--- config.mk ---
export PLATFORM = sky130hd
export DESIGN_NAME = instr_fetcher
export DESIGN_NICKNAME = d
export VERILOG_FILES = /design/src/source/cpu_pkg.sv /design/src/source/instr_fetcher.sv
export SDC_FILE = /design/constraint.sdc
export NUM_CORES = 1
export LEC_CHECK = 0
export BUFFER_PORTS_ARGS = -buffer_cell sky130_fd_sc_hd__buf_2
export CAP_MARGIN = 20
export CELL_PAD_IN_SITES_DETAIL_PLACEMENT = 1
export CELL_PAD_IN_SITES_GLOBAL_PLACEMENT = 1
export CORE_MARGIN = 2
export CORE_UTILIZATION = 40
export DETAILED_ROUTE_END_ITERATION = 16
export PLACE_DENSITY_LB_ADDON = 0.15
export SLEW_MARGIN = 30
export SYNTH_ARGS = -nofsm -noshare
export SYNTH_HDL_FRONTEND = slang
export SYNTH_SLANG_ARGS = --single-unit
--- constraint.sdc ---
create_clock -name clk -period 5.51 [get_ports clk]
set_clock_uncertainty 0.05 [all_clocks]
set_input_delay 0.2755 -clock clk [delete_from_list [all_inputs] [get_ports clk]]
set_output_delay 0.2755 -clock clk [all_outputs]
set_load 0.03 [all_outputs]
--- src/source/cpu_pkg.sv ---
package cpu_pkg;

  localparam int ADDR_W     = 10;
  localparam int PAGE_BYTES = 64;
  localparam int NUM_SEGS   = 16;
  localparam int NUM_REGS   = 16;
  localparam int REG_W      = 16;

  localparam logic [7:0] OP_JMP     = 8'd1;
  localparam logic [7:0] OP_RAM2REG = 8'd2;
  localparam logic [7:0] OP_REG2RAM = 8'd3;
  localparam logic [7:0] OP_NUM2REG = 8'd4;
  localparam logic [7:0] OP_HALT    = 8'd15;

  // host address map, byte addresses on the AXI4-Lite bus
  localparam logic [15:0] REG_CTRL      = 16'h0000;
  localparam logic [15:0] REG_START_SEG = 16'h0004;
  localparam logic [15:0] REG_SEG_BASE  = 16'h0100;
  localparam logic [15:0] MEM_BASE      = 16'h1000;

  localparam logic [1:0] RESP_OKAY   = 2'b00;
  localparam logic [1:0] RESP_SLVERR = 2'b10;

  typedef struct packed {
    logic              valid;
    logic              write;
    logic [ADDR_W-1:0] addr;
    logic [7:0]        wdata;
  } mem_req_t;

  typedef struct packed {
    logic       valid;
    logic [7:0] rdata;
  } mem_rsp_t;

  typedef struct packed {
    logic [7:0]  opcode;
    logic [7:0]  reg_sel;
    logic [15:0] operand; // byte 3 high, byte 4 low
  } instr_t;

  typedef struct packed {
    logic              valid;
    logic              jump;
    logic [ADDR_W-1:0] target;
  } exec_done_t;

  typedef struct packed {
    logic       valid;
    logic [7:0] seg;
    logic [7:0] next_seg;
    logic [7:0] logical_page;
  } seg_cfg_t;

  typedef struct packed {
    logic halt;
    logic fault;
  } core_event_t;

  typedef struct packed {
    logic        awvalid;
    logic [15:0] awaddr;
    logic        wvalid;
    logic [31:0] wdata;
    logic        bready;
    logic        arvalid;
    logic [15:0] araddr;
    logic        rready;
  } axil_req_t;

  typedef struct packed {
    logic        awready;
    logic        wready;
    logic        bvalid;
    logic [1:0]  bresp;
    logic        arready;
    logic        rvalid;
    logic [31:0] rdata;
    logic [1:0]  rresp;
  } axil_rsp_t;

endpackage

--- src/source/instr_fetcher.sv ---
`timescale 1ns/10ps

module instr_fetcher #(
  parameter int ADDR_W = cpu_pkg::ADDR_W
) (
  input  logic                clk,
  input  logic                rst,
  input  logic                run,
  output cpu_pkg::mem_req_t   mem_req,
  input  cpu_pkg::mem_rsp_t   mem_rsp,
  output cpu_pkg::instr_t     instr,
  output logic                instr_valid,
  input  cpu_pkg::exec_done_t done
);

  logic [ADDR_W-1:0] pc, next_pc;
  logic [1:0]        byte_cnt;
  logic [23:0]       head; // first three bytes of the word
  logic              run_q;

  assign next_pc = done.jump ? done.target[ADDR_W-1:0] : pc + ADDR_W'(4);

  always_ff @(posedge clk) begin
    if (rst) begin
      run_q         <= 1'b0;
      pc            <= '0;
      byte_cnt      <= 2'd0;
      mem_req.valid <= 1'b0;
      instr_valid   <= 1'b0;
    end else begin
      run_q         <= run;
      mem_req.valid <= 1'b0;
      instr_valid   <= 1'b0;
      if (run && !run_q) begin
        pc       <= '0; // fresh run starts at 0
        byte_cnt <= 2'd0;
        mem_req  <= '{1'b1, 1'b0, '0, 8'h00};
      end else if (run && mem_rsp.valid) begin
        if (byte_cnt == 2'd3) begin
          instr       <= {head, mem_rsp.rdata};
          instr_valid <= 1'b1;
        end else begin
          mem_req <= '{1'b1, 1'b0, pc + ADDR_W'(byte_cnt) + ADDR_W'(1), 8'h00};
        end
        head     <= {head[15:0], mem_rsp.rdata};
        byte_cnt <= byte_cnt + 2'd1; // wraps to 0 after the last byte
      end else if (run && done.valid) begin
        pc      <= next_pc;
        mem_req <= '{1'b1, 1'b0, next_pc, 8'h00};
      end
    end
  end

endmodule

==> impl_metrics.ini <==
[run_status]
outcome = completed

[synthesis]
ys_top_cells_by_area = edfxtp_1, dfxtp_1, xnor2_1, a21oi_1, buf_4
synth_top_area_cell = edfxtp_1
synth.most_common_cell = edfxtp_1
ys_warn_count = 0
synth.avg_cell_area_um2 = 13.5
yosysSeqAreaShare = 0.723
syn_area_um2 = 3160
synth_cells = 233
synth_edf_count = 66
synth_cell_types = 35
synthArstFlopShare = 0
synthDominantCellAreaShare = 0.628
synth_ff_type = edfxtp_1
ys_ff_latch = 81
synthTopCellsByCount = edfxtp_1, nand2_1, a21oi_1

[final_layout]
diodes = 0
finalNetCount = 330
regArea_um2 = 2280
fillers = 827
drive_gt1_frac = 0.291
multiInputGateArea_um2 = 764
final_util = 0.485
areaGrowthSynthToFinish_pct = 18.2

[floorplan]
pin_count = 77
core_um2 = 7690
initial_core_util = 0.410
die_h_um = 92.8
die_x_um = 92.8
die_area_um2 = 8620
row_count = 32

[critical_path]
cp_slowest_cell = nor2b_1
end_kind = flop
crit_buf_inv = 2
cp.arrival_ps = 2460
path_delay_family = simple AND/OR/NAND/NOR gates
max_stage_delay_ps = 620
crit_path_start_kind = flop
crit_fanout = 32
worstPathCellList = nor2b_1 > or2_2 > nor2_2 > buf_4 > and2_1 > buf_4
crit_top_cell = buf_4
worstSetupPathType = reg2reg
required_ps = 5520

[drt]
drt-total-wl_mm = 6.10
vias = 1920
via_per_inst = 4.71
drtPass1Iterations = 4
drc = 0
dr.first_iter.drc_count = 49
antenna_left = 0
wire_per_inst_um = 14.9

[clock_network]
clk_latency_ps = 340
clkTransAtPathRegs_ps = 90
cts.sinks = 81
post_cts_buffers = 0
ctsHoldBuffers = 0
h-tree-depth = 3
cts_buffers = 9
root_buffer = clkbuf_8
postCtsResizedCells = 0
cts_buffer_depth = 2
cts_tree = yes

[sta]
fin_tns_setup_ps = 0
slew_violations = 0
setup_viol = 0
timing.fmax_ghz = 0.407
hold_viol = 0
slew_headroom = 0.433
rsz0062_at_grt = no
setup_ws_ps = 3050
tightest_slew_ps = 847
fin_crit_sh = 0.446
period_needed_ps = 2460

[flow_run]
cap_violations = 0

[global_route]
grt_pass1_wl_mm = 9.63
antenna_found_initial = 0
grt_pass1_vias = 1883
grt_overflow = 0
grt_usage = 0.149
grt_max_degree = 33

[min_path]
min_path_type = in2reg

[placement]
place.port_buffers = 67
dp_slack_ps = 2830
dpl.hpwl_mm = 4.39
gp_congestion = 0.761

[power]
power_mw = 1.12
p_leak_nw = 1.36
ir_drop_v = 0.000111
p_per_area_nw_per_um2 = 300
==> routing by layer <==
layer  vias to the layer above  share of wire  GRT usage
li1                        951              -          -
met1                       909           0.45      0.191
met2                        55           0.49      0.245
met3                         5          0.047     0.0439
met4                         0         0.0097     0.0478
met5                         -              0          0
==> where the power goes <==
group          switching [mW]  internal [mW]
clock network           0.215          0.167
logic                  0.0462         0.0177
registers             0.00478          0.668
==> registers in the layout, indices dropped and copies added, names as in the netlist <==
signal	flops
instr	32
head	24
instr_valid	1
pc	10
run_q	1
byte_cnt	2
mem_req	11
==> per-stage QoR <==
stage / cell area (um2) / hold WS, ps / instances
after floorplan: 3190 / 297 / 241
after global placement: 3550 / 352 / 392
after detailed placement: 3550 / 356 / 392
after CTS: 3730 / 60.8 / 408
after global routing: 3730 / 51.3 / 408
final: 3730 / 74.2 / 408
==> logic make-up (layout without fill, tap and decap cells) <==
logic type                 after synthesis  in the layout  synth area share
and+or+nand+nor                         62             62            0.0920
adders and majority gates                5              5            0.0222
muxes                                    1              1           0.00317
xor gates and xnor gates                13             13            0.0361
other                                    1              9           0.00119
DFF                                     81             81             0.723
AOI/OAI and AO/OA                       43             43            0.0765
buffers and inverters                   27             92            0.0456
==> final cells by class <==
cell class,instances,area share
inverters,7,0.00704
clock buffers,9,0.0332
multi-input cells,133,0.205
clock inverters,7,0.0148
repair buffers,69,0.0939
flip-flops and latches,81,0.612
well taps,102,0.0342
==> final timing paths <==
check | from | end | slack [ps] | cells past startpoint
hold / removal | mem_rsp[7] | instr[7] | 70 | 1
setup / recovery | run_q | instr[20] | 3050 | 6
setup reg to reg | run_q | instr[20] | 3050 | 6
hold reg to reg | head[16] | instr[24] | 370 | 0
==> cells in the final DEF, fill, tap and decap left out, drive strengths merged <==
| cell type | n |
|---|---|
| nand2b | 3 |
| nor2 | 15 |
| or2 | 3 |
| a31oi | 2 |
| and2 | 2 |
| o31ai | 1 |
| edfxtp | 66 |
| o2111ai | 1 |
| or4 | 1 |
| and4 | 1 |
| xor2 | 1 |
| nand2 | 23 |
| or3 | 2 |
| o22ai | 1 |
| a311oi | 1 |
| dfxtp | 15 |
| a21oi | 20 |
| inv | 8 |
| clkinvlp | 1 |
| clkinv | 5 |
| buf | 69 |
| nor3 | 1 |
| o211ai | 2 |
| mux2i | 1 |
| o21ai | 12 |
| nor2b | 3 |
| a22oi | 3 |
| conb | 9 |
| nand3 | 6 |
| fa | 1 |
| ha | 4 |
| xnor2 | 12 |
| clkbuf | 9 |
| and3 | 2 |
(Power assumes the default switching activity.)
