### config.mk
export PLATFORM = sky130hd
export DESIGN_NAME = instr_executor
export DESIGN_NICKNAME = d
export VERILOG_FILES = /design/src/source/cpu_pkg.sv /design/src/source/instr_executor.sv
export SDC_FILE = /design/constraint.sdc
export NUM_CORES = 1
export LEC_CHECK = 0
export ABC_AREA = 1
export BUFFER_PORTS_ARGS = -buffer_cell sky130_fd_sc_hd__clkbuf_2
export CORE_ASPECT_RATIO = 0.6
export CORE_UTILIZATION = 54
export CTS_CLUSTER_DIAMETER = 100
export DETAILED_ROUTE_END_ITERATION = 16
export PLACE_DENSITY = 0.77
export SETUP_SLACK_MARGIN = 0.3
export SYNTH_ARGS = -nofsm -noshare
export SYNTH_HDL_FRONTEND = slang
export SYNTH_SLANG_ARGS = --single-unit
### constraint.sdc
create_clock -name clk -period 2.5 [get_ports clk]
set_input_delay 0.5 -clock clk [delete_from_list [all_inputs] [get_ports clk]]
set_output_delay 0.5 -clock clk [all_outputs]
set_load 0.05 [all_outputs]
### src/source/cpu_pkg.sv
package cpu_pkg;

  localparam int ADDR_W     = 10;
  localparam int PAGE_BYTES = 64;
  localparam int NUM_SEGS   = 16;
  localparam int NUM_REGS   = 16;
  localparam int REG_W      = 16;

  localparam logic [7:0] OP_JMP     = 8'd1;
  localparam logic [7:0] OP_RAM2REG = 8'd2;
  localparam logic [7:0] OP_REG2RAM = 8'd3;
  localparam logic [7:0] OP_NUM2REG = 8'd4;
  localparam logic [7:0] OP_HALT    = 8'd15;

  // host address map, byte addresses on the AXI4-Lite bus
  localparam logic [15:0] REG_CTRL      = 16'h0000;
  localparam logic [15:0] REG_START_SEG = 16'h0004;
  localparam logic [15:0] REG_SEG_BASE  = 16'h0100;
  localparam logic [15:0] MEM_BASE      = 16'h1000;

  localparam logic [1:0] RESP_OKAY   = 2'b00;
  localparam logic [1:0] RESP_SLVERR = 2'b10;

  typedef struct packed {
    logic              valid;
    logic              write;
    logic [ADDR_W-1:0] addr;
    logic [7:0]        wdata;
  } mem_req_t;

  typedef struct packed {
    logic       valid;
    logic [7:0] rdata;
  } mem_rsp_t;

  typedef struct packed {
    logic [7:0]  opcode;
    logic [7:0]  reg_sel;
    logic [15:0] operand; // byte 3 high, byte 4 low
  } instr_t;

  typedef struct packed {
    logic              valid;
    logic              jump;
    logic [ADDR_W-1:0] target;
  } exec_done_t;

  typedef struct packed {
    logic       valid;
    logic [7:0] seg;
    logic [7:0] next_seg;
    logic [7:0] logical_page;
  } seg_cfg_t;

  typedef struct packed {
    logic halt;
    logic fault;
  } core_event_t;

  typedef struct packed {
    logic        awvalid;
    logic [15:0] awaddr;
    logic        wvalid;
    logic [31:0] wdata;
    logic        bready;
    logic        arvalid;
    logic [15:0] araddr;
    logic        rready;
  } axil_req_t;

  typedef struct packed {
    logic        awready;
    logic        wready;
    logic        bvalid;
    logic [1:0]  bresp;
    logic        arready;
    logic        rvalid;
    logic [31:0] rdata;
    logic [1:0]  rresp;
  } axil_rsp_t;

endpackage

### src/source/instr_executor.sv
`timescale 1ns/10ps

module instr_executor #(
  parameter int ADDR_W = cpu_pkg::ADDR_W
) (
  input  logic                clk,
  input  logic                rst,
  input  logic                run,
  input  cpu_pkg::instr_t     instr,
  input  logic                instr_valid,
  output cpu_pkg::mem_req_t   mem_req,
  input  cpu_pkg::mem_rsp_t   mem_rsp,
  output cpu_pkg::exec_done_t done,
  output logic                halt
);

  localparam int SEL_W = $clog2(cpu_pkg::NUM_REGS);

  logic [cpu_pkg::REG_W-1:0] regs [cpu_pkg::NUM_REGS];
  logic [SEL_W-1:0]          sel, load_sel;
  logic                      waiting, loading;

  assign sel = instr.reg_sel[SEL_W-1:0];

  always_ff @(posedge clk) begin
    if (rst) begin
      for (int r = 0; r < cpu_pkg::NUM_REGS; r++) regs[r] <= '0;
      waiting       <= 1'b0;
      loading       <= 1'b0;
      mem_req.valid <= 1'b0;
      done.valid    <= 1'b0;
      halt          <= 1'b0;
    end else begin
      mem_req.valid <= 1'b0;
      done.valid    <= 1'b0;
      halt          <= 1'b0;
      if (!run) begin
        waiting <= 1'b0; // stopped, drop any pending access
      end else if (waiting) begin
        if (mem_rsp.valid) begin
          if (loading) regs[load_sel] <= cpu_pkg::REG_W'(mem_rsp.rdata);
          done.valid <= 1'b1;
          done.jump  <= 1'b0;
          waiting    <= 1'b0;
        end
      end else if (instr_valid) begin
        done.jump   <= 1'b0;
        done.target <= instr.operand[ADDR_W-1:0];
        case (instr.opcode)
          cpu_pkg::OP_NUM2REG: begin
            regs[sel]  <= cpu_pkg::REG_W'(instr.operand);
            done.valid <= 1'b1;
          end
          cpu_pkg::OP_JMP: begin
            done.valid <= 1'b1;
            done.jump  <= 1'b1;
          end
          cpu_pkg::OP_RAM2REG, cpu_pkg::OP_REG2RAM: begin
            mem_req  <= '{1'b1, instr.opcode == cpu_pkg::OP_REG2RAM,
                          instr.operand[ADDR_W-1:0], regs[sel][7:0]};
            waiting  <= 1'b1;
            loading  <= instr.opcode == cpu_pkg::OP_RAM2REG;
            load_sel <= sel;
          end
          cpu_pkg::OP_HALT: halt <= 1'b1; // no done, fetcher stays idle
          default: done.valid <= 1'b1;    // unknown opcode is a no-op
        endcase
      end
    end
  end

endmodule

==> metrics.yaml <==
outcome:
  status: "finished, final reports clean"
die:
  start_util: 0.5572
  dieHeight_um: 97.05
  io_pins: 78
  design.core.area_um2: 14590
  num_rows: 34
  dieArea_um2: 15570
  die_width_um: 160.4
final_layout:
  nets: 805
  n_fill_cell: 1082
  multi_input_area_um2: 2670
  mostFrequentLayoutCells: "edfxtp_1 (162), nor2_1 (82), nor3_1 (77)"
  syn2layout_area_growth_pct: 15.96
  diodes: 0
  layout_commonest_cell: "edfxtp_1"
  drive_gt1_frac: 0.3234
  regArea_um2: 4965
detailed_routing:
  ant_nets: 0
  first_pass_iters: 5
  drc: 0
  vias: 5991
  wirelength_um: 21390
  viasPerCell: 6.170
  dr.first_iter.drc_count: 800
  routedWlPerCell_um: 22.03
sta:
  rsz0062_at_grt: "false"
  tns_ns: 0
  final_hold_viol_count: 0
  maxSlewHeadroom: 0.6629
  fin_crit_ns: 2.061
  worst_pin_slew_ns: 0.5057
  finalSetupViolations: 0
  hold_slack_ns: 0.2604
  final_max_slew_viol_count: 0
  finalCritPeriodShare: 0.8245
  final.setup_skew_ns: 0.01226
  max_freq_mhz: 485.2
placed_design:
  dp_hpwl_um: 14160
  io_buffers: 67
  globalplace.congestion: 0.9272
clocking:
  cts_num_sinks: 167
  htreeDepth: 4
  clockBufferDepth: 2
  clk_latency_ns: 0.44
  cts_root_buffer: "clkbuf_16"
  cts_tree: "built"
  clk_pin_slew_ns: 0.07
  numCtsBuffers: 17
  cts_setup_buffers: 0
power_and_ir_drop:
  peakVddDrop_mv: 0.4708
  power_density_nw_per_um2: 674.5
  p_leak_nw: 3.286
critical_path:
  startpoint_type: "flip-flop"
  path_max_fanout: 18
  required_ns: 2.63
  worst_setup_path_end_kind: "flip-flop"
  crit_arrival_ns: 2.19
  crit_type: "reg2reg"
grt:
  grt_pass1_wl_um: 33220
  antenna_found_initial: 0
  gr-total-overflow: 0
  track_usage: 0.2885
  grt_pass1_vias: 5879
  grt_max_degree: 67
yosys:
  yosys_register_bits: 167
  syn_area_per_cell_um2: 11.99
  syn_area_um2: 8130
  synthesis.nets: 723
  ys_seq_area_frac: 0.6106
  synthCells: 678
  synth.distinct_cells: 29
  yosys_warnings: 0
min_path:
  hp-class: "in2reg"
flow_run:
  max_cap_violations: 0
metrics by stage:
| step | instances | utilization | total power [mW] | setup WS (ns) | cell area, um^2 |
|---|---|---|---|---|---|
| after floorplan | 678 | - | 3.495 | 0.2363 | 8153 |
| after global placement | 939 | 0.6045 | 3.693 | 0.2173 | 8821 |
| after detailed placement | 939 | 0.6045 | 3.714 | 0.1212 | 8821 |
| after CTS | 971 | 0.6451 | 6.355 | 0.3777 | 9413 |
| after global routing | 971 | 0.6461 | 6.514 | 0.3364 | 9428 |
| final | 971 | 0.6461 | 6.359 | 0.4388 | 9428 |
report_power, final:
group | internal, mW | switching [mW] | leakage (nW)
registers | 3.15 | 0.0260 | 1.65
clock network | 1.50 | 1.19 | 0.282
logic | 0.152 | 0.346 | 1.36
routing by layer:
layer / part of all wire / global-route usage / routed length (um)
met5: 0 / 0 / 0
met4: 0.017 / 0.09084 / 371
met2: 0.46 / 0.4406 / 9737
met1: 0.40 / 0.3926 / 8537
met3: 0.13 / 0.09262 / 2746
final timing paths:
kind	slack, ns	endpoint	cells after the start	from
worst max-delay path	0.44	regs[11][7]	8	waiting
worst max register to register	0.44	regs[11][7]	8	waiting
worst min-delay path	0.26	mem_req[17]	1	instr[9]
worst min register to register	0.51	loading	2	loading
sequential cells by signal (all words and copies together) (netlist names):
register / flops
loading: 1
regs: 128
load_sel: 4
done: 12
mem_req: 20
waiting: 1
halt: 1
worst max-delay path, stage by stage (launching register included):
cell and delay, ns:
dfxtp_1 0.33, nor2_1 0.19, nand2_4 0.13, nor2_4 0.16, nand3_1 0.15, nand2_4 0.18, nand2_4 0.20, o21ai_1 0.19
buf_4 0.21
cell usage after synthesis, drive strengths merged:
cell type	number	area [um^2]
nand3	26	215.2
dfxtp	5	100.1
and2	1	6.260
buf	36	364.1
clkbuf	19	71.32
o221ai	16	140.1
nor3	129	905.9
nand2	53	309.1
o21ai	89	498.0
edfxtp	162	4865
a21oi	2	10.01
inv	25	93.84
clkinv	1	3.750
nor2	87	356.6
o32ai	1	8.760
o211ai	16	120.1
nor4	2	12.51
o22ai	8	50.05
final cells by class:
type / instances / area share
flip-flops and latches: 167 / 0.5266
multi-input cells: 430 / 0.2832
repair buffers: 118 / 0.09078
clock buffers: 18 / 0.04552
well taps: 198 / 0.02628
clock inverters: 14 / 0.01725
inverters: 26 / 0.01035
logic make-up after synthesis:
logic type | count (synthesis) | synth area share
AOI/OAI and AO/OA | 132 | 0.1017
DFF | 167 | 0.6107
buffers and inverters | 81 | 0.06556
and+or+nand+nor | 298 | 0.2221
timing repair:
action | in CTS | in global routing
gates resized for setup | 0 | 2
setup endpoints to repair | 0 | 16
hold buffers | 0 | 0
hold endpoints to repair | 0 | 0
Note: power is estimated with default switching activity, not from simulation.
