--- src/source/cpu_pkg.sv ---
package cpu_pkg;

  localparam int ADDR_W     = 10;
  localparam int PAGE_BYTES = 64;
  localparam int NUM_SEGS   = 16;
  localparam int NUM_REGS   = 16;
  localparam int REG_W      = 16;

  localparam logic [7:0] OP_JMP     = 8'd1;
  localparam logic [7:0] OP_RAM2REG = 8'd2;
  localparam logic [7:0] OP_REG2RAM = 8'd3;
  localparam logic [7:0] OP_NUM2REG = 8'd4;
  localparam logic [7:0] OP_HALT    = 8'd15;

  // host address map, byte addresses on the AXI4-Lite bus
  localparam logic [15:0] REG_CTRL      = 16'h0000;
  localparam logic [15:0] REG_START_SEG = 16'h0004;
  localparam logic [15:0] REG_SEG_BASE  = 16'h0100;
  localparam logic [15:0] MEM_BASE      = 16'h1000;

  localparam logic [1:0] RESP_OKAY   = 2'b00;
  localparam logic [1:0] RESP_SLVERR = 2'b10;

  typedef struct packed {
    logic              valid;
    logic              write;
    logic [ADDR_W-1:0] addr;
    logic [7:0]        wdata;
  } mem_req_t;

  typedef struct packed {
    logic       valid;
    logic [7:0] rdata;
  } mem_rsp_t;

  typedef struct packed {
    logic [7:0]  opcode;
    logic [7:0]  reg_sel;
    logic [15:0] operand; // byte 3 high, byte 4 low
  } instr_t;

  typedef struct packed {
    logic              valid;
    logic              jump;
    logic [ADDR_W-1:0] target;
  } exec_done_t;

  typedef struct packed {
    logic       valid;
    logic [7:0] seg;
    logic [7:0] next_seg;
    logic [7:0] logical_page;
  } seg_cfg_t;

  typedef struct packed {
    logic halt;
    logic fault;
  } core_event_t;

  typedef struct packed {
    logic        awvalid;
    logic [15:0] awaddr;
    logic        wvalid;
    logic [31:0] wdata;
    logic        bready;
    logic        arvalid;
    logic [15:0] araddr;
    logic        rready;
  } axil_req_t;

  typedef struct packed {
    logic        awready;
    logic        wready;
    logic        bvalid;
    logic [1:0]  bresp;
    logic        arready;
    logic        rvalid;
    logic [31:0] rdata;
    logic [1:0]  rresp;
  } axil_rsp_t;

endpackage

--- src/source/page_translator.sv ---
`timescale 1ns/10ps

module page_translator #(
  parameter int ADDR_W     = cpu_pkg::ADDR_W,
  parameter int PAGE_BYTES = cpu_pkg::PAGE_BYTES,
  parameter int NUM_SEGS   = cpu_pkg::NUM_SEGS
) (
  input  logic              clk,
  input  logic              rst,
  input  cpu_pkg::seg_cfg_t seg_cfg,
  input  logic [7:0]        start_seg,
  input  cpu_pkg::mem_req_t fetch_req,
  input  cpu_pkg::mem_req_t exec_req,
  output cpu_pkg::mem_rsp_t fetch_rsp,
  output cpu_pkg::mem_rsp_t exec_rsp,
  output cpu_pkg::mem_req_t phys_req,
  input  cpu_pkg::mem_rsp_t phys_rsp,
  output logic              fault
);

  localparam int OFF_W = $clog2(PAGE_BYTES);
  localparam int SEG_W = $clog2(NUM_SEGS);

  logic [SEG_W-1:0]  next_tab [NUM_SEGS];
  logic [7:0]        page_tab [NUM_SEGS];
  cpu_pkg::mem_req_t new_req, pend;
  logic              who; // 1 = executor
  logic              walking, wait_rsp;
  logic [SEG_W-1:0]  root, cur_seg;
  logic [7:0]        new_page, pend_page;

  assign root      = start_seg[SEG_W-1:0];
  assign new_req   = exec_req.valid ? exec_req : fetch_req; // executor first
  assign new_page  = 8'(new_req.addr[ADDR_W-1:OFF_W]);
  assign pend_page = 8'(pend.addr[ADDR_W-1:OFF_W]);

  assign fetch_rsp = '{valid: wait_rsp && phys_rsp.valid && !who, rdata: phys_rsp.rdata};
  assign exec_rsp  = '{valid: wait_rsp && phys_rsp.valid && who, rdata: phys_rsp.rdata};

  function automatic logic [ADDR_W-1:0] phys_addr(input logic [SEG_W-1:0] seg,
                                                  input logic [ADDR_W-1:0] laddr);
    return ADDR_W'(seg) * ADDR_W'(PAGE_BYTES) + ADDR_W'(laddr[OFF_W-1:0]);
  endfunction

  always_ff @(posedge clk) begin
    if (rst) begin
      for (int s = 0; s < NUM_SEGS; s++) begin
        next_tab[s] <= SEG_W'(s); // every segment ends its own chain
        page_tab[s] <= 8'h00;
      end
    end else if (seg_cfg.valid) begin
      next_tab[seg_cfg.seg[SEG_W-1:0]] <= seg_cfg.next_seg[SEG_W-1:0];
      page_tab[seg_cfg.seg[SEG_W-1:0]] <= seg_cfg.logical_page;
    end
  end

  always_ff @(posedge clk) begin
    if (rst) begin
      walking        <= 1'b0;
      wait_rsp       <= 1'b0;
      fault          <= 1'b0;
      phys_req.valid <= 1'b0;
    end else begin
      phys_req.valid <= 1'b0;
      fault          <= 1'b0;
      if (!walking && !wait_rsp && new_req.valid) begin
        pend <= new_req;
        who  <= exec_req.valid;
        if (new_page == 8'h00 || page_tab[root] == new_page) begin
          phys_req <= '{1'b1, new_req.write, phys_addr(root, new_req.addr), new_req.wdata};
          wait_rsp <= 1'b1;
        end else if (next_tab[root] == root) begin
          fault <= 1'b1; // single-segment chain, no match
        end else begin
          cur_seg <= next_tab[root];
          walking <= 1'b1;
        end
      end else if (walking) begin
        if (page_tab[cur_seg] == pend_page) begin
          phys_req <= '{1'b1, pend.write, phys_addr(cur_seg, pend.addr), pend.wdata};
          walking  <= 1'b0;
          wait_rsp <= 1'b1;
        end else if (next_tab[cur_seg] == cur_seg) begin
          fault   <= 1'b1; // end of chain reached
          walking <= 1'b0;
        end else begin
          cur_seg <= next_tab[cur_seg]; // one hop per cycle
        end
      end else if (wait_rsp && phys_rsp.valid) begin
        wait_rsp <= 1'b0;
      end
    end
  end

endmodule

--- config.mk ---
export PLATFORM = sky130hd
export DESIGN_NAME = page_translator
export DESIGN_NICKNAME = d
export VERILOG_FILES = /design/src/source/cpu_pkg.sv /design/src/source/page_translator.sv
export SDC_FILE = /design/constraint.sdc
export NUM_CORES = 1
export LEC_CHECK = 0
export BUFFER_PORTS_ARGS = -buffer_cell sky130_fd_sc_hd__buf_2
export CAP_MARGIN = 40
export CORE_ASPECT_RATIO = 0.9
export CORE_MARGIN = 1
export CORE_UTILIZATION = 60
export DETAILED_ROUTE_END_ITERATION = 10
export MAX_ROUTING_LAYER = met4
export PLACE_DENSITY = 0.81
export SYNTH_ARGS = -nofsm -noshare
export SYNTH_HDL_FRONTEND = slang
export SYNTH_SLANG_ARGS = --single-unit
--- constraint.sdc ---
create_clock -name clk -period 3.5 [get_ports clk]
set_input_delay 0 -clock clk [delete_from_list [all_inputs] [get_ports clk]]
set_output_delay 0 -clock clk [all_outputs]
set_load 0.02 [all_outputs]
==> impl.org <==
** STA
- Final hold viol count :: 0
- Transition time at the pin with the least slew margin :: slightly below 0.8 ns
- Endpoints failing setup :: 0
- Setup repair after global routing missed its margin :: false
- Hold timing on the final database bottoms out at a slack of 0.00001356 ns.
- Count of pins over their slew limit :: 0
- In the final timing run, aggregate negative setup slack is 0 ns.
- Time the worst path needs with I/O delays and setup :: 3.336 ns
- Worst relative slew slack :: between 40% and 50%
- Static timing analysis puts the maximum clock frequency at between 0.2 and 0.3 GHz.
- Post-route clock period utilization :: around 95%
- Fin Clk Skew :: approximately 0.03 ns

** Place
- Port Buf Inserts :: 86
- Routability-driven placement finished with a final weighted congestion of 0.9256.
- DP HPWL :: 19460 µm

** Clock tree
- TritonCTS built the clock tree.
- CTS saw 243 sinks.
- The longest clock path from root to sink contains 3 buffers.
- After clock tree synthesis, the clock-pin slew on the worst setup and hold paths is around 0.06 ns.
- Number of buffers created by CTS :: 26
- Insertion delay of the later-clocked pin in the worst-skew pair :: 0.55 ns
- Clock tree synthesis selected as its root buffer the cell sky130_fd_sc_hd__clkbuf_16.
- In this run the number of H-tree levels came out at 1.

** Global route
- The via count of the first global-routing pass came to 8081.
- For this run the aggregate overflow at the end of global routing stands at 0.
- Entering global routing, the biggest net connects 36 pins.
- The initial antenna violation count is 0.
- The first global-routing pass estimated ~47000 µm of wire.
- In the global route stage, overall resource usage came out at between 30 and 40%.

** Layout
- Cells with a size suffix above 1 make up 27.35% of the layout.
- Final net count :: between 1000 and 1500
- Leading cell types in the layout, fill and taps excluded :: sky130_fd_sc_hd__edfxtp_1, sky130_fd_sc_hd__and2_1, sky130_fd_sc_hd__buf_2
- Fillers :: roughly 1300
- Most common cell after layout, fill and taps aside :: sky130_fd_sc_hd__edfxtp_1
- Synthesis-to-layout area growth :: 15.79%
- The repair_antennas step left the layout with diodes totalling 0.

** Min path
- Tightest Hold Check Type :: in -> out

** Power
- For this design the ratio of total power to cell area is 564.8 nW/µm².
- Maximum ir drop on the vdd rail :: 0.0004322 V
- Summed over all cells, the static leakage comes to 5.246 nW.

** Routing
- The count of nets left with antenna violations once routing finished came out at 0.
- Detailed Route Iter0 Violations :: 886
- Wires add up to 31160 µm.
- The routed layout has ~8100 vias.
- Dividing the detail-routed wire length by the instance count gives 24.65 µm.
- In the routed layout, each cell is associated on average with a via count of 6.406.
- In the routed design, unresolved DRC markers number 0.
- For this run, the detailed router's first-pass iteration total came to 5.

** Logic synthesis
- Ys flop type :: sky130_fd_sc_hd__edfxtp_1
- Sequential-to-total area share from yosys stat :: 58.27%
- A synthesized cell averages 14.29 µm².
- Synth warnings :: 0
- Synthesis produced a netlist whose cell count is between 800 and 900.
- In this run, distinct cell masters in the synthesized netlist total 49.
- After synthesis the netlist holds a flip-flop and latch count of 243.
- Netlist area before placement :: 12390 µm²
- Mapped Nets :: 951
- Number of enable flip-flop cells after synthesis :: between 200 and 250
- Fraction of synthesis flops using an asynchronous set or reset pin :: 0%

** Floorplan
- In this run the vertical extent of the chip is 138.3 µm.
- The initial utilization of the core area, before any placement, comes to 61.59%.
- Placeable core area :: 20110 µm²
- The floorplan has 49 rows.
- The die covers about 21000 µm².
- 123 I/O pins were placed.
- Measured along the x axis, the die boundary spans 153.4 µm.

** Worst setup path
- The critical path is of the reg -> reg type.
- Kind of end point of the critical path :: register
- Startpoint types :: register
- For the worst setup path, the data required time is 3.97 ns.
- Setup slack, reg-to-reg :: 0.16 ns
- In this run the worst path has a maximum fanout of 2.
- Data arrival, critical path :: 3.81 ns

** Job
- Max-cap check violation count :: 0

** Outcome
- Status :: finished clean
Yosys cell counts (2+ instances only):
| cell | count | area, µm² |
|---|---|---|
| sky130_fd_sc_hd__edfxtp_1 | 235 | 7057 |
| sky130_fd_sc_hd__and2_1 | 163 | 1020 |
| sky130_fd_sc_hd__mux4_2 | 68 | 1531 |
| sky130_fd_sc_hd__nor2_1 | 37 | 138.9 |
| sky130_fd_sc_hd__clkbuf_1 | 34 | 127.6 |
| sky130_fd_sc_hd__mux2i_1 | 34 | 340.3 |
| sky130_fd_sc_hd__nand2_1 | 33 | 123.9 |
| sky130_fd_sc_hd__or3_1 | 32 | 200.2 |
| sky130_fd_sc_hd__buf_4 | 24 | 180.2 |
| sky130_fd_sc_hd__mux2_2 | 21 | 236.5 |
| sky130_fd_sc_hd__a22o_1 | 20 | 175.2 |
| sky130_fd_sc_hd__or2_2 | 17 | 106.4 |
| sky130_fd_sc_hd__nor4_1 | 16 | 100.1 |
| sky130_fd_sc_hd__buf_2 | 15 | 75.07 |
| sky130_fd_sc_hd__nand2b_1 | 11 | 68.82 |
| sky130_fd_sc_hd__nor3_1 | 11 | 55.05 |
| sky130_fd_sc_hd__a22oi_1 | 10 | 75.07 |
| sky130_fd_sc_hd__dfxtp_1 | 8 | 160.2 |
| sky130_fd_sc_hd__inv_1 | 7 | 26.28 |
| sky130_fd_sc_hd__xnor2_1 | 7 | 61.31 |
| sky130_fd_sc_hd__xor2_1 | 7 | 61.31 |
| sky130_fd_sc_hd__nand3_1 | 6 | 30.03 |
| sky130_fd_sc_hd__buf_6 | 5 | 56.30 |
| sky130_fd_sc_hd__a21oi_1 | 4 | 20.02 |
| sky130_fd_sc_hd__o22ai_1 | 4 | 25.02 |
| sky130_fd_sc_hd__nand4_1 | 3 | 18.77 |
| sky130_fd_sc_hd__nor2b_1 | 3 | 18.77 |
| sky130_fd_sc_hd__o22a_1 | 3 | 26.28 |
| sky130_fd_sc_hd__a21oi_2 | 2 | 17.52 |
| sky130_fd_sc_hd__a32oi_1 | 2 | 17.52 |
| sky130_fd_sc_hd__and3_1 | 2 | 12.51 |
| sky130_fd_sc_hd__buf_1 | 2 | 7.510 |
| sky130_fd_sc_hd__mux4_1 | 2 | 52.55 |
| sky130_fd_sc_hd__nor4_2 | 2 | 25.02 |
| sky130_fd_sc_hd__o21ai_0 | 2 | 10.01 |
| sky130_fd_sc_hd__o21ba_2 | 2 | 20.02 |
sequential cells by signal (all words and copies together) (netlist names), 4 cells and up, named ones only:
register and flops:
page_tab 128, cur_seg 4, pend 19, next_tab 64, phys_req 20
final timing paths:
| path | cells after the start | endpoint | startpoint |
|---|---|---|---|
| max | 10 | wait_rsp | page_tab[7][2] |
| min | 0 | fetch_rsp[1] | phys_rsp[1] |
| max reg2reg | 10 | wait_rsp | page_tab[7][2] |
| min reg2reg | 1 | phys_req[8] | pend[8] |
layout make-up:
type | instances | area (µm²) | area share [%]
well taps | 255 | 319.1 | 2.225
inverters | 9 | 33.78 | 0.2356
multi-input cells | 535 | 4705 | 32.80
repair buffers | 175 | 1285 | 8.960
flip-flops and latches | 243 | 7219 | 50.34
clock inverters | 16 | 110.1 | 0.7678
clock buffers | 31 | 669.4 | 4.668
per-layer routing:
metal / wire length, µm / vias up / track usage [%] / part of all wire [%]
met3: 3431 / 77 / 6.301 / 11
met1: 11870 / 3971 / 40.79 / 38
met4: 1038 / 0 / 10.47 / 3.3
li1: - / 3510 / - / -
met5: 0 / - / - / 0
met2: 14820 / 539 / 48.81 / 48
power by group:
group          leakage [nW]  switching, W  total, W  internal (W)
Clock                 0.382       0.00110   0.00253       0.00143
Combinational          2.52       0.00100   0.00196      0.000962
Sequential             2.34      0.000177   0.00360       0.00343
metrics by stage:
step | cell area, µm² | instances | total power [W] | util [%] | worst slack [ns]
final | 14340 | 1264 | 0.008099 | 71.32 | 0.1642
after global routing | 14340 | 1264 | 0.008361 | 71.32 | 0.002766
after CTS | 14310 | 1263 | 0.008081 | 71.18 | 0.03381
after detailed placement | 12990 | 1162 | 0.005531 | 64.62 | 0.2304
after global placement | 12980 | 1161 | 0.005458 | 64.54 | 0.3505
after floorplan | 12390 | 867 | 0.005036 | - | 0.3183
critical path, cell delays in order, from the launching register on:
cell	delay, ns
sky130_fd_sc_hd__edfxtp_1	0.41
sky130_fd_sc_hd__mux4_2	0.50
sky130_fd_sc_hd__mux4_2	0.53
sky130_fd_sc_hd__xnor2_1	0.14
sky130_fd_sc_hd__or3b_1	0.42
sky130_fd_sc_hd__nor4_4	0.24
sky130_fd_sc_hd__a41oi_2	0.09
sky130_fd_sc_hd__buf_6	0.18
sky130_fd_sc_hd__nor3_2	0.09
sky130_fd_sc_hd__o31a_1	0.12
sky130_fd_sc_hd__dlygate4sd3_1	0.54
logic make-up (layout without fill, tap and decap cells):
family / after synthesis / after routing / synth area share (%)
compound gates: 57 / 57 / 3.738
buf+inv: 89 / 231 / 3.879
simple gates: 339 / 339 / 15.68
mux: 125 / 125 / 17.45
xor+xnor: 14 / 14 / 0.9900
flops: 243 / 243 / 58.27
what timing repair did:
item / in CTS / in global routing
endpoints found under the hold margin: 207 / 0
hold buffers: 54 / 0
buffers inserted: 0 / 1
resized for setup: 0 / 6
endpoints found under the setup margin: 0 / 1
Note: power is estimated with default switching activity, not from simulation.
