<file path="src/source/cpu_pkg.sv">
package cpu_pkg;

  localparam int ADDR_W     = 10;
  localparam int PAGE_BYTES = 64;
  localparam int NUM_SEGS   = 16;
  localparam int NUM_REGS   = 16;
  localparam int REG_W      = 16;

  localparam logic [7:0] OP_JMP     = 8'd1;
  localparam logic [7:0] OP_RAM2REG = 8'd2;
  localparam logic [7:0] OP_REG2RAM = 8'd3;
  localparam logic [7:0] OP_NUM2REG = 8'd4;
  localparam logic [7:0] OP_HALT    = 8'd15;

  // host address map, byte addresses on the AXI4-Lite bus
  localparam logic [15:0] REG_CTRL      = 16'h0000;
  localparam logic [15:0] REG_START_SEG = 16'h0004;
  localparam logic [15:0] REG_SEG_BASE  = 16'h0100;
  localparam logic [15:0] MEM_BASE      = 16'h1000;

  localparam logic [1:0] RESP_OKAY   = 2'b00;
  localparam logic [1:0] RESP_SLVERR = 2'b10;

  typedef struct packed {
    logic              valid;
    logic              write;
    logic [ADDR_W-1:0] addr;
    logic [7:0]        wdata;
  } mem_req_t;

  typedef struct packed {
    logic       valid;
    logic [7:0] rdata;
  } mem_rsp_t;

  typedef struct packed {
    logic [7:0]  opcode;
    logic [7:0]  reg_sel;
    logic [15:0] operand; // byte 3 high, byte 4 low
  } instr_t;

  typedef struct packed {
    logic              valid;
    logic              jump;
    logic [ADDR_W-1:0] target;
  } exec_done_t;

  typedef struct packed {
    logic       valid;
    logic [7:0] seg;
    logic [7:0] next_seg;
    logic [7:0] logical_page;
  } seg_cfg_t;

  typedef struct packed {
    logic halt;
    logic fault;
  } core_event_t;

  typedef struct packed {
    logic        awvalid;
    logic [15:0] awaddr;
    logic        wvalid;
    logic [31:0] wdata;
    logic        bready;
    logic        arvalid;
    logic [15:0] araddr;
    logic        rready;
  } axil_req_t;

  typedef struct packed {
    logic        awready;
    logic        wready;
    logic        bvalid;
    logic [1:0]  bresp;
    logic        arready;
    logic        rvalid;
    logic [31:0] rdata;
    logic [1:0]  rresp;
  } axil_rsp_t;

endpackage

</file>
<file path="src/source/host_port.sv">
`timescale 1ns/10ps

module host_port #(
  parameter int ADDR_W   = cpu_pkg::ADDR_W,
  parameter int NUM_SEGS = cpu_pkg::NUM_SEGS
) (
  input  logic                 clk,
  input  logic                 rst,
  input  cpu_pkg::axil_req_t   axil_req,
  output cpu_pkg::axil_rsp_t   axil_rsp,
  output logic                 run,
  input  cpu_pkg::core_event_t core_event,
  output cpu_pkg::seg_cfg_t    seg_cfg,
  output logic [7:0]           start_seg,
  output cpu_pkg::mem_req_t    mem_req,
  input  cpu_pkg::mem_rsp_t    mem_rsp
);

  localparam int MEM_TOP = cpu_pkg::MEM_BASE + 4 * (2 ** ADDR_W);
  localparam int SEG_TOP = cpu_pkg::REG_SEG_BASE + 4 * NUM_SEGS;

  logic        fault;
  logic        bvalid, rvalid, rd_wait;
  logic [1:0]  bresp, rresp;
  logic [31:0] rdata;
  logic        busy, wr_go, rd_go;
  logic [15:0] waddr, raddr;
  logic [31:0] wdata;
  logic        w_mem, w_seg, r_mem, r_seg;

  assign waddr = axil_req.awaddr;
  assign raddr = axil_req.araddr;
  assign wdata = axil_req.wdata;
  assign w_mem = waddr >= cpu_pkg::MEM_BASE && 32'(waddr) < MEM_TOP;
  assign w_seg = waddr >= cpu_pkg::REG_SEG_BASE && 32'(waddr) < SEG_TOP;
  assign r_mem = raddr >= cpu_pkg::MEM_BASE && 32'(raddr) < MEM_TOP;
  assign r_seg = raddr >= cpu_pkg::REG_SEG_BASE && 32'(raddr) < SEG_TOP;

  // one transfer in flight, a pending response stalls the next one
  assign busy  = bvalid || rvalid || rd_wait;
  assign wr_go = axil_req.awvalid && axil_req.wvalid && !busy;
  assign rd_go = axil_req.arvalid && !busy && !wr_go;

  assign axil_rsp = '{awready: wr_go, wready: wr_go, bvalid: bvalid, bresp: bresp,
                      arready: rd_go, rvalid: rvalid, rdata: rdata, rresp: rresp};

  always_ff @(posedge clk) begin
    if (rst) begin
      run           <= 1'b0;
      fault         <= 1'b0;
      start_seg     <= 8'h00;
      bvalid        <= 1'b0;
      rvalid        <= 1'b0;
      rd_wait       <= 1'b0;
      seg_cfg.valid <= 1'b0;
      mem_req.valid <= 1'b0;
    end else begin
      seg_cfg.valid <= 1'b0;
      mem_req.valid <= 1'b0;
      if (bvalid && axil_req.bready) bvalid <= 1'b0;
      if (rvalid && axil_req.rready) rvalid <= 1'b0;

      if (wr_go) begin
        bvalid <= 1'b1;
        bresp  <= cpu_pkg::RESP_OKAY;
        if (waddr == cpu_pkg::REG_CTRL) begin
          run <= wdata[0];
          if (wdata[0]) fault <= 1'b0; // new run clears old fault
        end else if (waddr == cpu_pkg::REG_START_SEG) begin
          start_seg <= wdata[7:0];
        end else if ((w_mem || w_seg) && run) begin
          bresp <= cpu_pkg::RESP_SLVERR; // dropped while core owns memory
        end else if (w_seg) begin
          seg_cfg <= '{1'b1, 8'((waddr - cpu_pkg::REG_SEG_BASE) >> 2), wdata[7:0], wdata[15:8]};
        end else if (w_mem) begin
          mem_req <= '{1'b1, 1'b1, waddr[ADDR_W+1:2], wdata[7:0]};
        end
      end

      if (rd_go) begin
        rresp   <= ((r_mem || r_seg) && run) ? cpu_pkg::RESP_SLVERR : cpu_pkg::RESP_OKAY;
        rdata   <= 32'h0; // chain table reads back as zero
        rvalid  <= !(r_mem && !run);
        rd_wait <= r_mem && !run;
        if (raddr == cpu_pkg::REG_CTRL) begin
          rdata <= {30'h0, fault, run};
        end else if (raddr == cpu_pkg::REG_START_SEG) begin
          rdata <= {24'h0, start_seg};
        end else if (r_mem && !run) begin
          mem_req <= '{1'b1, 1'b0, raddr[ADDR_W+1:2], 8'h00};
        end
      end

      if (rd_wait && mem_rsp.valid) begin
        rdata   <= {24'h0, mem_rsp.rdata};
        rvalid  <= 1'b1;
        rd_wait <= 1'b0;
      end

      // core events win over a host write in the same cycle
      if (core_event.halt || core_event.fault) run <= 1'b0;
      if (core_event.fault) fault <= 1'b1;
    end
  end

endmodule

</file>
<file path="config.mk">
export PLATFORM = sky130hd
export DESIGN_NAME = host_port
export DESIGN_NICKNAME = d
export VERILOG_FILES = /design/src/source/cpu_pkg.sv /design/src/source/host_port.sv
export SDC_FILE = /design/constraint.sdc
export NUM_CORES = 1
export LEC_CHECK = 0
export ABC_AREA = 1
export BUFFER_PORTS_ARGS = -buffer_cell sky130_fd_sc_hd__buf_4
export CORE_UTILIZATION = 40
export CTS_CLUSTER_SIZE = 25
export DETAILED_ROUTE_END_ITERATION = 16
export PLACE_DENSITY = 0.76
export SYNTH_ARGS = -nofsm -noshare
export SYNTH_HDL_FRONTEND = slang
export SYNTH_SLANG_ARGS = --single-unit
export TNS_END_PERCENT = 30
</file>
<file path="constraint.sdc">
create_clock -name clk -period 6.7 [get_ports clk]
set_input_delay 0.67 -clock clk [delete_from_list [all_inputs] [get_ports clk]]
set_output_delay 0.67 -clock clk [all_outputs]
set_load 0.02 [all_outputs]
</file>
==> reports/metrics.csv, run 1 <==
stage,metric,value,unit
cells_and_area,syn2layout_area_growth,34.0,%
pwr,p_leak,2.21,nW
job,drv_cap,0,
clocking,clock_tree.buffer_depth,2,
logic_synthesis,ys_top_cells_by_area,"edfxtp_1 (46%), nand2_1 (8.8%), dfxtp_1 (8.7%)",
drt,drc,0,
logic_synthesis,synthMostInstantiatedCell,nand2_1,
worst_setup_path,start_kind,input port,
logic_synthesis,syn_area,3440,sq um
cells_and_area,nFillCells,749,
min_path,hp-class,flop to flop,
global_route,grt_util_all_layers,18.6,%
sta,fin_setup_tns,0,ps
run_status,status,finished clean,
clocking,insertion_delay,340,ps
die,initial_core_util,41.7,%
worst_setup_path,critPathLaunch,rst,
die,rows,33,
die,die_area,8980,sq um
cells_and_area,insertedDiodeCount,0,
pwr,power.switching,0.000248,W
drt,drtPass1Iterations,5,
worst_setup_path,path_class,input port to flop,
logic_synthesis,synth-simple-area-share,27.3,%
die,die_h,94.8,microns
logic_synthesis,yosys.cell_types.count,33,
sta,worst_pin_slew,964,ps
worst_setup_path,cp_max_fo,28,
logic_synthesis,synth_fa_ha_area_share,0.727,%
global_route,first_global_vias,2562,
place,dp_hpwl,6250,microns
global_route,grt_overflow,0,
clocking,cts.repair.resized,0,
logic_synthesis,ys_seq_area_share,55.0,%
logic_synthesis,synth.largest_area_cell,edfxtp_1,
global_route,grt_antenna_before_repair,0,
logic_synthesis,ys.flop_type,edfxtp_1,
logic_synthesis,synthTopCellsByCount,"nand2_1 (81), edfxtp_1 (53), nor2_1 (49)",
clocking,cts_tree,built,
clocking,cts_inserted_buffers,9,
die,coreArea,8260,sq um
worst_setup_path,end_kind,flop,
pwr,switching_share,25.7,%
logic_synthesis,async_flop_share,0,%
sta,post-route-min-period,2390,ps
drt,drtAntennaViolNets,0,
worst_setup_path,worstPathArrival,2460,ps
worst_setup_path,r2r_start,run$_SDFFE_PP0P_,
sta,skew,11.0,ps
logic_synthesis,ys_ff_latch,68,
clocking,htree_levels,3,
cells_and_area,layout-drive-gt1-share,34.3,%
sta,clock.fmax,0.419,GHz
drt,avgRoutedWirePerCell,13.4,microns
logic_synthesis,synth_mux_area_share,0,%
logic_synthesis,synth.avg_cell_area,9.18,sq um
drt,viasPerCell,4.58,
global_route,grt_pass1_wl,12400,microns
worst_setup_path,critPathRequiredTime,6770,ps
pwr,ir_drop,0.000121,V
sta,grt_setup_unrepaired,false,
pwr,p_per_area,209,nW/um^2
min_path,hp-start,fault$_SDFFE_PP0P_,
sta,period_share,35.7,%
drt,vias,2818,
pwr,combPwrFrac,12.9,%
sta,slew_viol_final,0,
logic_synthesis,synth-xor-area-share,0,%
die,die_w,94.8,microns
sta,slew_headroom,35.4,%
clocking,cts_num_sinks,68,
clocking,postCtsSetupBuffers,0,
drt,totalWireLength,8230,microns
sta,hold_violations,0,
drt,drt_iter0_drc,130,
pwr,clkPwrFrac,37.9,%
logic_synthesis,synth_top_family_by_area,simple AND/OR/NAND/NOR gates,
die,io_pins,177,
logic_synthesis,syn-instance-count,375,
sta,setup_violations,0,
logic_synthesis,synth_edf_count,53,
clocking,root_buffer,clkbuf_8,
place,finalWeightedCongestion,0.845,
logic_synthesis,yosys.area.top_type_share,46.2,%
pwr,internal_power,0.000716,W
pwr,sequentialPowerShare,49.2,%
clocking,clkTransAtPathRegs,70,ps
sta,hold_ws,492,ps
clocking,holdBufCountCts,0,
place,port_buffers,134,
global_route,grt_max_degree,29,
logic_synthesis,synth_warnings,0,
logic_synthesis,synth_compound_area_share,3.34,%
cells_and_area,final_nets,589,
cells by family (layout without fill, tap and decap cells):
family / after synthesis / count (layout)
other: 1 / 26
and+or+nand+nor: 196 / 196
DFF: 68 / 68
adders and majority gates: 2 / 2
AOI/OAI and AO/OA: 21 / 21
buffers and inverters: 87 / 197
stage by stage:
step	util [%]	cell area, sq um	worst slack [ps]	power, W	std cells
after global routing	55.9	4610	4070	0.00100	615
after detailed placement	53.2	4400	3910	0.000608	599
after floorplan	-	3540	3550	0.000562	400
final	55.9	4610	4310	0.000964	615
after global placement	53.2	4400	3900	0.000606	599
after CTS	55.9	4610	4230	0.000969	615
power groups by stage:
| stage | logic, W | registers (W) | clock network (W) |
|---|---|---|---|
| after floorplan | 0.0000664 | 0.000496 | 0 |
| after global placement | 0.000122 | 0.000484 | 0 |
| after detailed placement | 0.000124 | 0.000484 | 0 |
| after CTS | 0.000125 | 0.000475 | 0.000370 |
| after global routing | 0.000134 | 0.000476 | 0.000389 |
| final | 0.000124 | 0.000475 | 0.000365 |
final timing paths:
check,end,slack [ps],cells after the start
worst max register to register,mem_req[0]$_DFFE_PN_,4470,5
worst min register to register,fault$_SDFFE_PP0P_,490,2
worst max-delay path,seg_cfg[8]$_DFFE_PP_,4310,7
worst min-delay path,fault$_SDFFE_PP0P_,490,2
worst max-delay path, stage by stage:
cell	delay, ps
buf_4	140
clkinv_1	750
nand2_1	400
nor2_1	80
nand2_1	100
a21oi_2	40
buf_4	250
placed cells by master (no fill, tap or decap), types with 8 or more instances in the layout:
cell / count
clkbuf_8: 9
inv_1: 41
dfxtp_1: 15
buf_4: 135
o21ai_1: 8
nand3_1: 26
a21oi_1: 9
edfxtp_1: 53
nand2_1: 81
nand4_1: 12
nor2_1: 49
conb_1: 26
flip-flops by register name (all words and copies together) (netlist names):
name / count
seg_cfg: 25
mem_req: 20
rdata: 8
start_seg: 8
bresp: 1
bvalid: 1
fault: 1
rd_wait: 1
rresp: 1
run: 1
rvalid: 1
area by class of cell:
| type | count | area [sq um] | share of cell area [%] |
|---|---|---|---|
| flip-flops and latches | 68 | 1890 | 41.0 |
| multi-input cells | 245 | 1180 | 25.6 |
| repair buffers | 135 | 1010 | 22.0 |
| inverters | 46 | 178 | 3.85 |
| clock buffers | 10 | 149 | 3.23 |
| well taps | 105 | 131 | 2.85 |
| clock inverters | 6 | 68.8 | 1.49 |
layer usage:
layer / track usage [%] / routed length, microns / up-vias
met5: 0 / 0 / -
met4: 7.58 / 95 / 0
met3: 3.38 / 626 / 7
met2: 32.7 / 4130 / 135
met1: 22.2 / 3380 / 1263
li1: - / - / 1413
(Power assumes the default switching activity.)
==> run 2: changes to the inputs <==
--- a/config.mk
+++ b/config.mk
@@ -5,12 +5,12 @@
 export SDC_FILE = /design/constraint.sdc
 export NUM_CORES = 1
 export LEC_CHECK = 0
-export ABC_AREA = 1
+export ABC_AREA = 0
 export BUFFER_PORTS_ARGS = -buffer_cell sky130_fd_sc_hd__buf_4
 export CORE_UTILIZATION = 40
 export CTS_CLUSTER_SIZE = 25
 export DETAILED_ROUTE_END_ITERATION = 16
-export PLACE_DENSITY = 0.76
+export PLACE_DENSITY = 0.77
 export SYNTH_ARGS = -nofsm -noshare
 export SYNTH_HDL_FRONTEND = slang
 export SYNTH_SLANG_ARGS = --single-unit
==> constraint.sdc (replaced) <==
create_clock -name clk -period 2.4 [get_ports clk]
set_input_delay 0.24 -clock clk [delete_from_list [all_inputs] [get_ports clk]]
set_output_delay 0.24 -clock clk [all_outputs]
set_load 0.02 [all_outputs]
==> reports/metrics.csv, run 2 <==
stage,metric,value,unit,change
clocking,cts_inserted_buffers,9,,unchanged
cells_and_area,largest_register_ffs,25,,unchanged
logic_synthesis,syn-instance-count,258,,was 375
clocking,postCtsSetupBuffers,0,,unchanged
logic_synthesis,synth_edf_count,53,,unchanged
worst_setup_path,r2r_slack,410,ps,was 4470 ps
drt,drt_iter0_drc,76,,was 130
die,die_area,8270,sq um,was 8980 sq um
run_status,status,finished clean,,unchanged
place,port_buffers,134,,unchanged
cells_and_area,final_nets,481,,was 589
sta,slew_viol_final,0,,unchanged
drt,viasPerCell,4.84,,was 4.58
clocking,root_buffer,clkbuf_8,,unchanged
clocking,htree_levels,3,,unchanged
logic_synthesis,ys_seq_area_share,59.8,%,was 55.0%
logic_synthesis,ys.flop_type,edfxtp_1,,unchanged
sta,hold_violations,0,,unchanged
place,post_dp_cell_area,4210,sq um,was 4400 sq um
clocking,holdBufCountCts,0,,unchanged
global_route,grt_util_all_layers,18.6,%,about the same
worst_setup_path,slowest_delay,430,ps,was 750 ps
sta,post-route-min-period,1990,ps,
clocking,cts_num_sinks,68,,unchanged
global_route,first_global_vias,2306,,was 2562
cells_and_area,regMostFlops,seg_cfg,,unchanged
sta,skew,12.3,ps,was 11.0 ps
drt,drtAntennaViolNets,0,,unchanged
die,coreArea,7690,sq um,was 8260 sq um
sta,slew_headroom,62.1,%,was 35.4%
logic_synthesis,yosys.cell_types.count,39,,was 33
drt,vias,2438,,was 2818
cells_and_area,multi_input_area,1080,sq um,was 1180 sq um
drt,drc,0,,unchanged
cells_and_area,largestRegisters,"seg_cfg x25, mem_req x20",,unchanged
pwr,p_leak,1.82,nW,was 2.21 nW
cells_and_area,layout-drive-gt1-share,41.8,%,was 34.3%
worst_setup_path,start_kind,flop,,was input port
drt,drtPass1Iterations,4,,was 5
sta,worst_pin_slew,564,ps,was 964 ps
worst_setup_path,critPathSlowestCell,or3_1,,was clkinv_1
logic_synthesis,ys_ff_latch,68,,unchanged
logic_synthesis,async_flop_share,0,%,unchanged
worst_setup_path,path_delay_family,simple AND/OR/NAND/NOR gates,,was buffers and inverters
cells_and_area,ff_latch_area,1890,sq um,unchanged
place,finalWeightedCongestion,0.846,,was 0.845
logic_synthesis,synth.largest_area_cell,edfxtp_1,,unchanged
logic_synthesis,synth.avg_cell_area,12.3,sq um,was 9.18 sq um
cells_and_area,layout_common_cells,"buf_4 (144), edfxtp_1 (53), nor2_1 (29)",,"was buf_4 (135), nand2_1 (81), edfxtp_1 (53)"
global_route,grt_pass1_wl,11500,microns,was 12400 microns
cells_and_area,syn2layout_area_growth,39.7,%,was 34.0%
clocking,clock_tree.buffer_depth,2,,unchanged
drt,totalWireLength,7750,microns,was 8230 microns
pwr,p_per_area,601,nW/um^2,was 209 nW/um^2
sta,clock.fmax,0.503,GHz,
global_route,grt_overflow,0,,unchanged
global_route,grt_antenna_before_repair,0,,unchanged
die,rows,32,,was 33
worst_setup_path,crit_chain,or3_1 > nor4_4 > buf_4 > mux2i_1 > a21oi_1,,was buf_4 > clkinv_1 > nand2_1 > nor2_1 > nand2_1 > a21oi_2 > buf_4
worst_setup_path,end_kind,flop,,unchanged
worst_setup_path,worstPathArrival,2070,ps,was 2460 ps
die,io_pins,177,,unchanged
worst_setup_path,path_class,flop to flop,,was input port to flop
die,die_w,90.9,microns,was 94.8 microns
sta,hold_ws,73.2,ps,was 492 ps
worst_setup_path,path_buf_inv,1,,was 3
place,dp_hpwl,5970,microns,was 6250 microns
logic_synthesis,synthTopCellsByCount,"edfxtp_1 (53), buf_4 (33), nor2_1 (29)",,"was nand2_1 (81), edfxtp_1 (53), nor2_1 (49)"
cells_and_area,design_area,4420,sq um,was 4610 sq um
sta,fin_setup_tns,0,ps,unchanged
drt,avgRoutedWirePerCell,15.4,microns,was 13.4 microns
clocking,cts.repair.resized,0,,unchanged
sta,grt_setup_unrepaired,false,,unchanged
min_path,hp-class,input port to flop,,was flop to flop
die,initial_core_util,41.1,%,was 41.7%
logic_synthesis,yosys.area.top_type_share,50.3,%,was 46.2%
logic_synthesis,syn_area,3160,sq um,was 3440 sq um
cells_and_area,nFillCells,652,,was 749
clocking,cts_tree,built,,unchanged
logic_synthesis,synthMostInstantiatedCell,edfxtp_1,,was nand2_1
pwr,ir_drop,0.000291,V,was 0.000121 V
cells_and_area,mostFrequentLayoutCell,buf_4,,unchanged
clocking,insertion_delay,340,ps,about the same
worst_setup_path,critPathRequiredTime,2480,ps,was 6770 ps
logic_synthesis,ys_top_cells_by_area,"edfxtp_1 (50%), dfxtp_1 (9.5%), mux2i_1 (8.2%)",,"was edfxtp_1 (46%), nand2_1 (8.8%), dfxtp_1 (8.7%)"
logic_synthesis,synth_warnings,0,,unchanged
sta,period_share,82.8,%,
sta,setup_violations,0,,unchanged
die,die_h,90.9,microns,was 94.8 microns
clocking,clkTransAtPathRegs,70,ps,about the same
worst_setup_path,cp_max_fo,13,,was 28
cells_and_area,insertedDiodeCount,0,,unchanged
global_route,grt_max_degree,24,,was 29
job,drv_cap,0,,unchanged
[run 2: changes by cell type after synthesis, sizes merged, moves of 6 or more]
| cell | change |
|---|---|
| nand2 | -65 |
| inv | -36 |
| nor2 | -29 |
| mux2i | +26 |
| nand3 | -25 |
| nand4 | -10 |
| o21ai | -7 |
| a32o | +6 |
| or2 | -6 |
[run 2: power breakdown]
group,switching (W),internal [W]
Sequential,0.0000171,0.00131
Combinational,0.000194,0.000149
Clock,0.000411,0.000580
Total,0.000621,0.00204
[run 2: per-layer routing]
metal  wire length (microns)  global-route usage, %  up-vias  part of all wire, %
met5                       0                      0        -                    0
met4                     262                   11.9        0                  3.4
met3                     428                   3.54       20                  5.5
met2                    4150                   33.3      111                   54
met1                    2910                   19.9     1144                   38
li1                        -                      -     1163                    -
[run 2: final cells by class]
| class | instances | area share (%) |
|---|---|---|
| flip-flops and latches | 68 | 42.8 |
| clock buffers | 11 | 2.97 |
| inverters | 8 | 0.680 |
| well taps | 102 | 2.89 |
| multi-input cells | 166 | 24.5 |
| repair buffers | 144 | 24.5 |
| clock inverters | 5 | 1.73 |
[run 2: metrics by stage]
stage               util, %  setup slack (ps)  total power (W)  cells
floorplan                 -               229          0.00155    283
global route           57.5               333          0.00274    504
CTS                    57.5               426          0.00268    504
finish                 57.5               413          0.00266    504
detailed placement     54.8               281          0.00169    488
global placement       54.8               363          0.00168    488
[run 2: final timing paths]
check | cells after the start | start | endpoint
setup / recovery | 5 | rd_wait$_SDFFE_PP0P_ | mem_req[15]$_DFFE_PN_
hold / removal | 1 | axil_req[29] | seg_cfg[2]$_DFFE_PP_
setup reg to reg | 5 | rd_wait$_SDFFE_PP0P_ | mem_req[15]$_DFFE_PN_
hold reg to reg | 2 | start_seg[2]$_SDFFE_PP0P_ | start_seg[2]$_SDFFE_PP0P_
[run 2: cells by family (layout without fill, tap and decap cells)]
| logic type | Yosys count | after routing | share of synthesized area (%) |
|---|---|---|---|
| and+or+nand+nor | 81 | 81 | 14.0 |
| adders and majority gates | 2 | 2 | 0.791 |
| DFF | 68 | 68 | 59.8 |
| buffers and inverters | 49 | 168 | 9.73 |
| AOI/OAI and AO/OA | 29 | 29 | 6.61 |
| muxes | 28 | 28 | 8.94 |
| other | 1 | 26 | 0.119 |
==> run 3: changes to the inputs <==
--- a/config.mk
+++ b/config.mk
@@ -10,7 +10,7 @@
 export CORE_UTILIZATION = 40
 export CTS_CLUSTER_SIZE = 25
 export DETAILED_ROUTE_END_ITERATION = 16
-export PLACE_DENSITY = 0.77
+export PLACE_DENSITY = 0.8
 export SYNTH_ARGS = -nofsm -noshare
 export SYNTH_HDL_FRONTEND = slang
 export SYNTH_SLANG_ARGS = --single-unit
==> constraint.sdc (replaced) <==
create_clock -name clk -period 1.6 [get_ports clk]
set_input_delay 0.16 -clock clk [delete_from_list [all_inputs] [get_ports clk]]
set_output_delay 0.16 -clock clk [all_outputs]
set_load 0.02 [all_outputs]
==> reports/metrics.csv, run 3 (synthesized netlist as in run 2, its figures left out) <==
stage,metric,value,unit,change
clocking,cts_tree,built,,unchanged
worst_setup_path,critPathRequiredTime,1700,ps,was 2480 ps
die,die_h,90.9,microns,unchanged
run_status,violations,negative setup slack,,
place,port_buffers,134,,unchanged
clocking,clkTransAtPathRegs,80,ps,was 70 ps
worst_setup_path,path_class,flop to flop,,unchanged
drt,drtAntennaViolNets,0,,unchanged
drt,drtPass1Iterations,8,,was 4
sta,grt_setup_unrepaired,true,,was false
drt,viasPerCell,4.89,,was 4.84
cells_and_area,insertedDiodeCount,0,,unchanged
global_route,grt_max_degree,34,,was 24
job,drv_cap,0,,unchanged
min_path,hp-start,axil_req[58],,was axil_req[29]
drt,avgRoutedWirePerCell,17.0,microns,was 15.4 microns
cells_and_area,syn2layout_area_growth,59.8,%,was 39.7%
pwr,ir_drop,0.000383,V,was 0.000291 V
worst_setup_path,timing.rr.end,mem_req[14]$_DFFE_PN_,,was mem_req[15]$_DFFE_PN_
clocking,cts_inserted_buffers,9,,unchanged
min_path,hold_path_end,seg_cfg[20]$_DFFE_PP_,,was seg_cfg[2]$_DFFE_PP_
cells_and_area,regMostFlops,seg_cfg,,unchanged
clocking,root_buffer,clkbuf_8,,unchanged
run_status,status,finished with violations,,was finished clean
die,rows,32,,unchanged
worst_setup_path,r2r_slack,-200,ps,was 410 ps
die,coreArea,7690,sq um,unchanged
cells_and_area,layout-drive-gt1-share,47.9,%,was 41.8%
global_route,grt_overflow,0,,unchanged
place,dp_hpwl,6120,microns,was 5970 microns
cells_and_area,mostFrequentLayoutCell,buf_4,,unchanged
cells_and_area,layout_common_cells,"buf_4 (169), edfxtp_1 (53), nor2_1 (28)",,"was buf_4 (144), edfxtp_1 (53), nor2_1 (29)"
min_path,holdPathStages,1,,unchanged
global_route,grtUsageMet2,38.1,%,was 33.3%
pwr,p_per_area,900,nW/um^2,was 601 nW/um^2
cells_and_area,largest_register_ffs,25,,unchanged
min_path,hp-class,input port to flop,,unchanged
sta,setup_violations,47,,was 0
global_route,grt_pass1_wl,13800,microns,was 11500 microns
pwr,p_leak,2.13,nW,was 1.82 nW
cells_and_area,largestRegisters,"seg_cfg x25, mem_req x20",,unchanged
worst_setup_path,r2r_cells,6,,was 5
cells_and_area,final_nets,532,,was 481
sta,slew_viol_final,0,,unchanged
worst_setup_path,end_kind,flop,,unchanged
worst_setup_path,cp_max_fo,5,,was 13
global_route,grt_antenna_before_repair,0,,unchanged
cells_and_area,nFillCells,547,,was 652
worst_setup_path,worstPathArrival,1900,ps,was 2070 ps
die,die_area,8270,sq um,unchanged
global_route,met1_usage,25.2,%,was 19.9%
worst_setup_path,start_kind,flop,,unchanged
sta,hold_violations,0,,unchanged
global_route,use_met3,4.04,%,was 3.54%
global_route,first_global_vias,2703,,was 2306
drt,drc,0,,unchanged
global_route,top_usage_layer,met2,,unchanged
sta,period_share,112,%,was 82.8%
die,die_w,90.9,microns,unchanged
sta,post-route-min-period,1800,ps,was 1990 ps
global_route,grt_util_all_layers,22.1,%,was 18.6%
sta,slew_headroom,58.8,%,was 62.1%
sta,hold_ws,17.5,ps,was 73.2 ps
worst_setup_path,r2r_start,rd_wait$_SDFFE_PP0P_,,unchanged
sta,worst_pin_slew,613,ps,was 564 ps
drt,vias,2713,,was 2438
sta,finalWorstSetupSlack,-198,ps,was 413 ps
place,finalWeightedCongestion,0.836,,was 0.846
die,io_pins,177,,unchanged
clocking,insertion_delay,350,ps,was 340 ps
drt,totalWireLength,9410,microns,was 7750 microns
clocking,htree_levels,3,,unchanged
drt,drt_iter0_drc,125,,was 76
sta,skew,11.3,ps,was 12.3 ps
sta,clock.fmax,0.556,GHz,was 0.503 GHz
clocking,clock_tree.buffer_depth,2,,unchanged
cells_and_area,utilization,65.8,%,was 57.5%
clocking,cts_num_sinks,68,,unchanged
die,initial_core_util,41.1,%,unchanged
==> run 3: per-stage QoR <==
stage	total power, W	cells	area [sq um]	worst slack (ps)	TNS [ps]
2_1_floorplan	0.00233	283	3280	-497	-16160
3_3_place_gp	0.00258	515	4460	-246	-6610
3_5_place_dp	0.00259	515	4460	-280	-8410
4_1_cts	0.00453	549	4970	-123	-4270
5_1_grt	0.00466	555	5060	-290	-10370
6_report	0.00455	555	5060	-198	-5710
==> run 3: worst max-delay path by stage <==
stage                            endpoint  slack (ps)  cells after the start                 start
finish              mem_req[14]$_DFFE_PN_        -200                      6  rd_wait$_SDFFE_PP0P_
floorplan            seg_cfg[0]$_DFFE_PP_        -500                      4   bvalid$_SDFFE_PP0P_
CTS                 seg_cfg[12]$_DFFE_PP_        -120                      6  rd_wait$_SDFFE_PP0P_
global route        mem_req[14]$_DFFE_PN_        -290                      6  rd_wait$_SDFFE_PP0P_
global placement     mem_req[8]$_DFFE_PN_        -250                      6          axil_req[67]
detailed placement  mem_req[14]$_DFFE_PN_        -280                      6          axil_req[67]
==> run 3: critical path, cell delays in order (launching register included) <==
cell and delay (ps):
dfxtp_2 330, or3_4 400, nor4_4 200, buf_4 190, buf_6 130, mux2i_2 230
a21oi_1 80
==> run 3: layout make-up <==
class / count / area, sq um / area share [%]
sequential: 68 / 1890 / 37.5
timing repair buffer: 195 / 1590 / 31.5
multi-input combinational: 166 / 1140 / 22.5
clock buffer: 10 / 138 / 2.72
clock inverter: 6 / 134 / 2.65
tap: 102 / 128 / 2.52
inverter: 8 / 32.5 / 0.643
==> run 3: layer usage <==
layer,up-vias,share of wire (%)
met5,-,0
met4,0,3.8
met3,25,5.5
met2,122,54
met1,1298,37
li1,1268,-
==> run 3: what timing repair did <==
action / in CTS / in global routing
setup buffers: 7 / 2
setup endpoints to repair: 55 / 56
gates resized for setup: 17 / 3
pin swaps: 14 / 2
hold buffers: 10 / 3
endpoints found under the hold margin: 9 / 3
cloned: 1 / 1
==> run 3: power breakdown <==
group / total, W / internal (W) / switching, W / leakage [nW]
logic: 0.000630 / 0.000299 / 0.000331 / 1.38
registers: 0.00198 / 0.00196 / 0.0000268 / 0.616
clock network: 0.00193 / 0.00124 / 0.000695 / 0.137
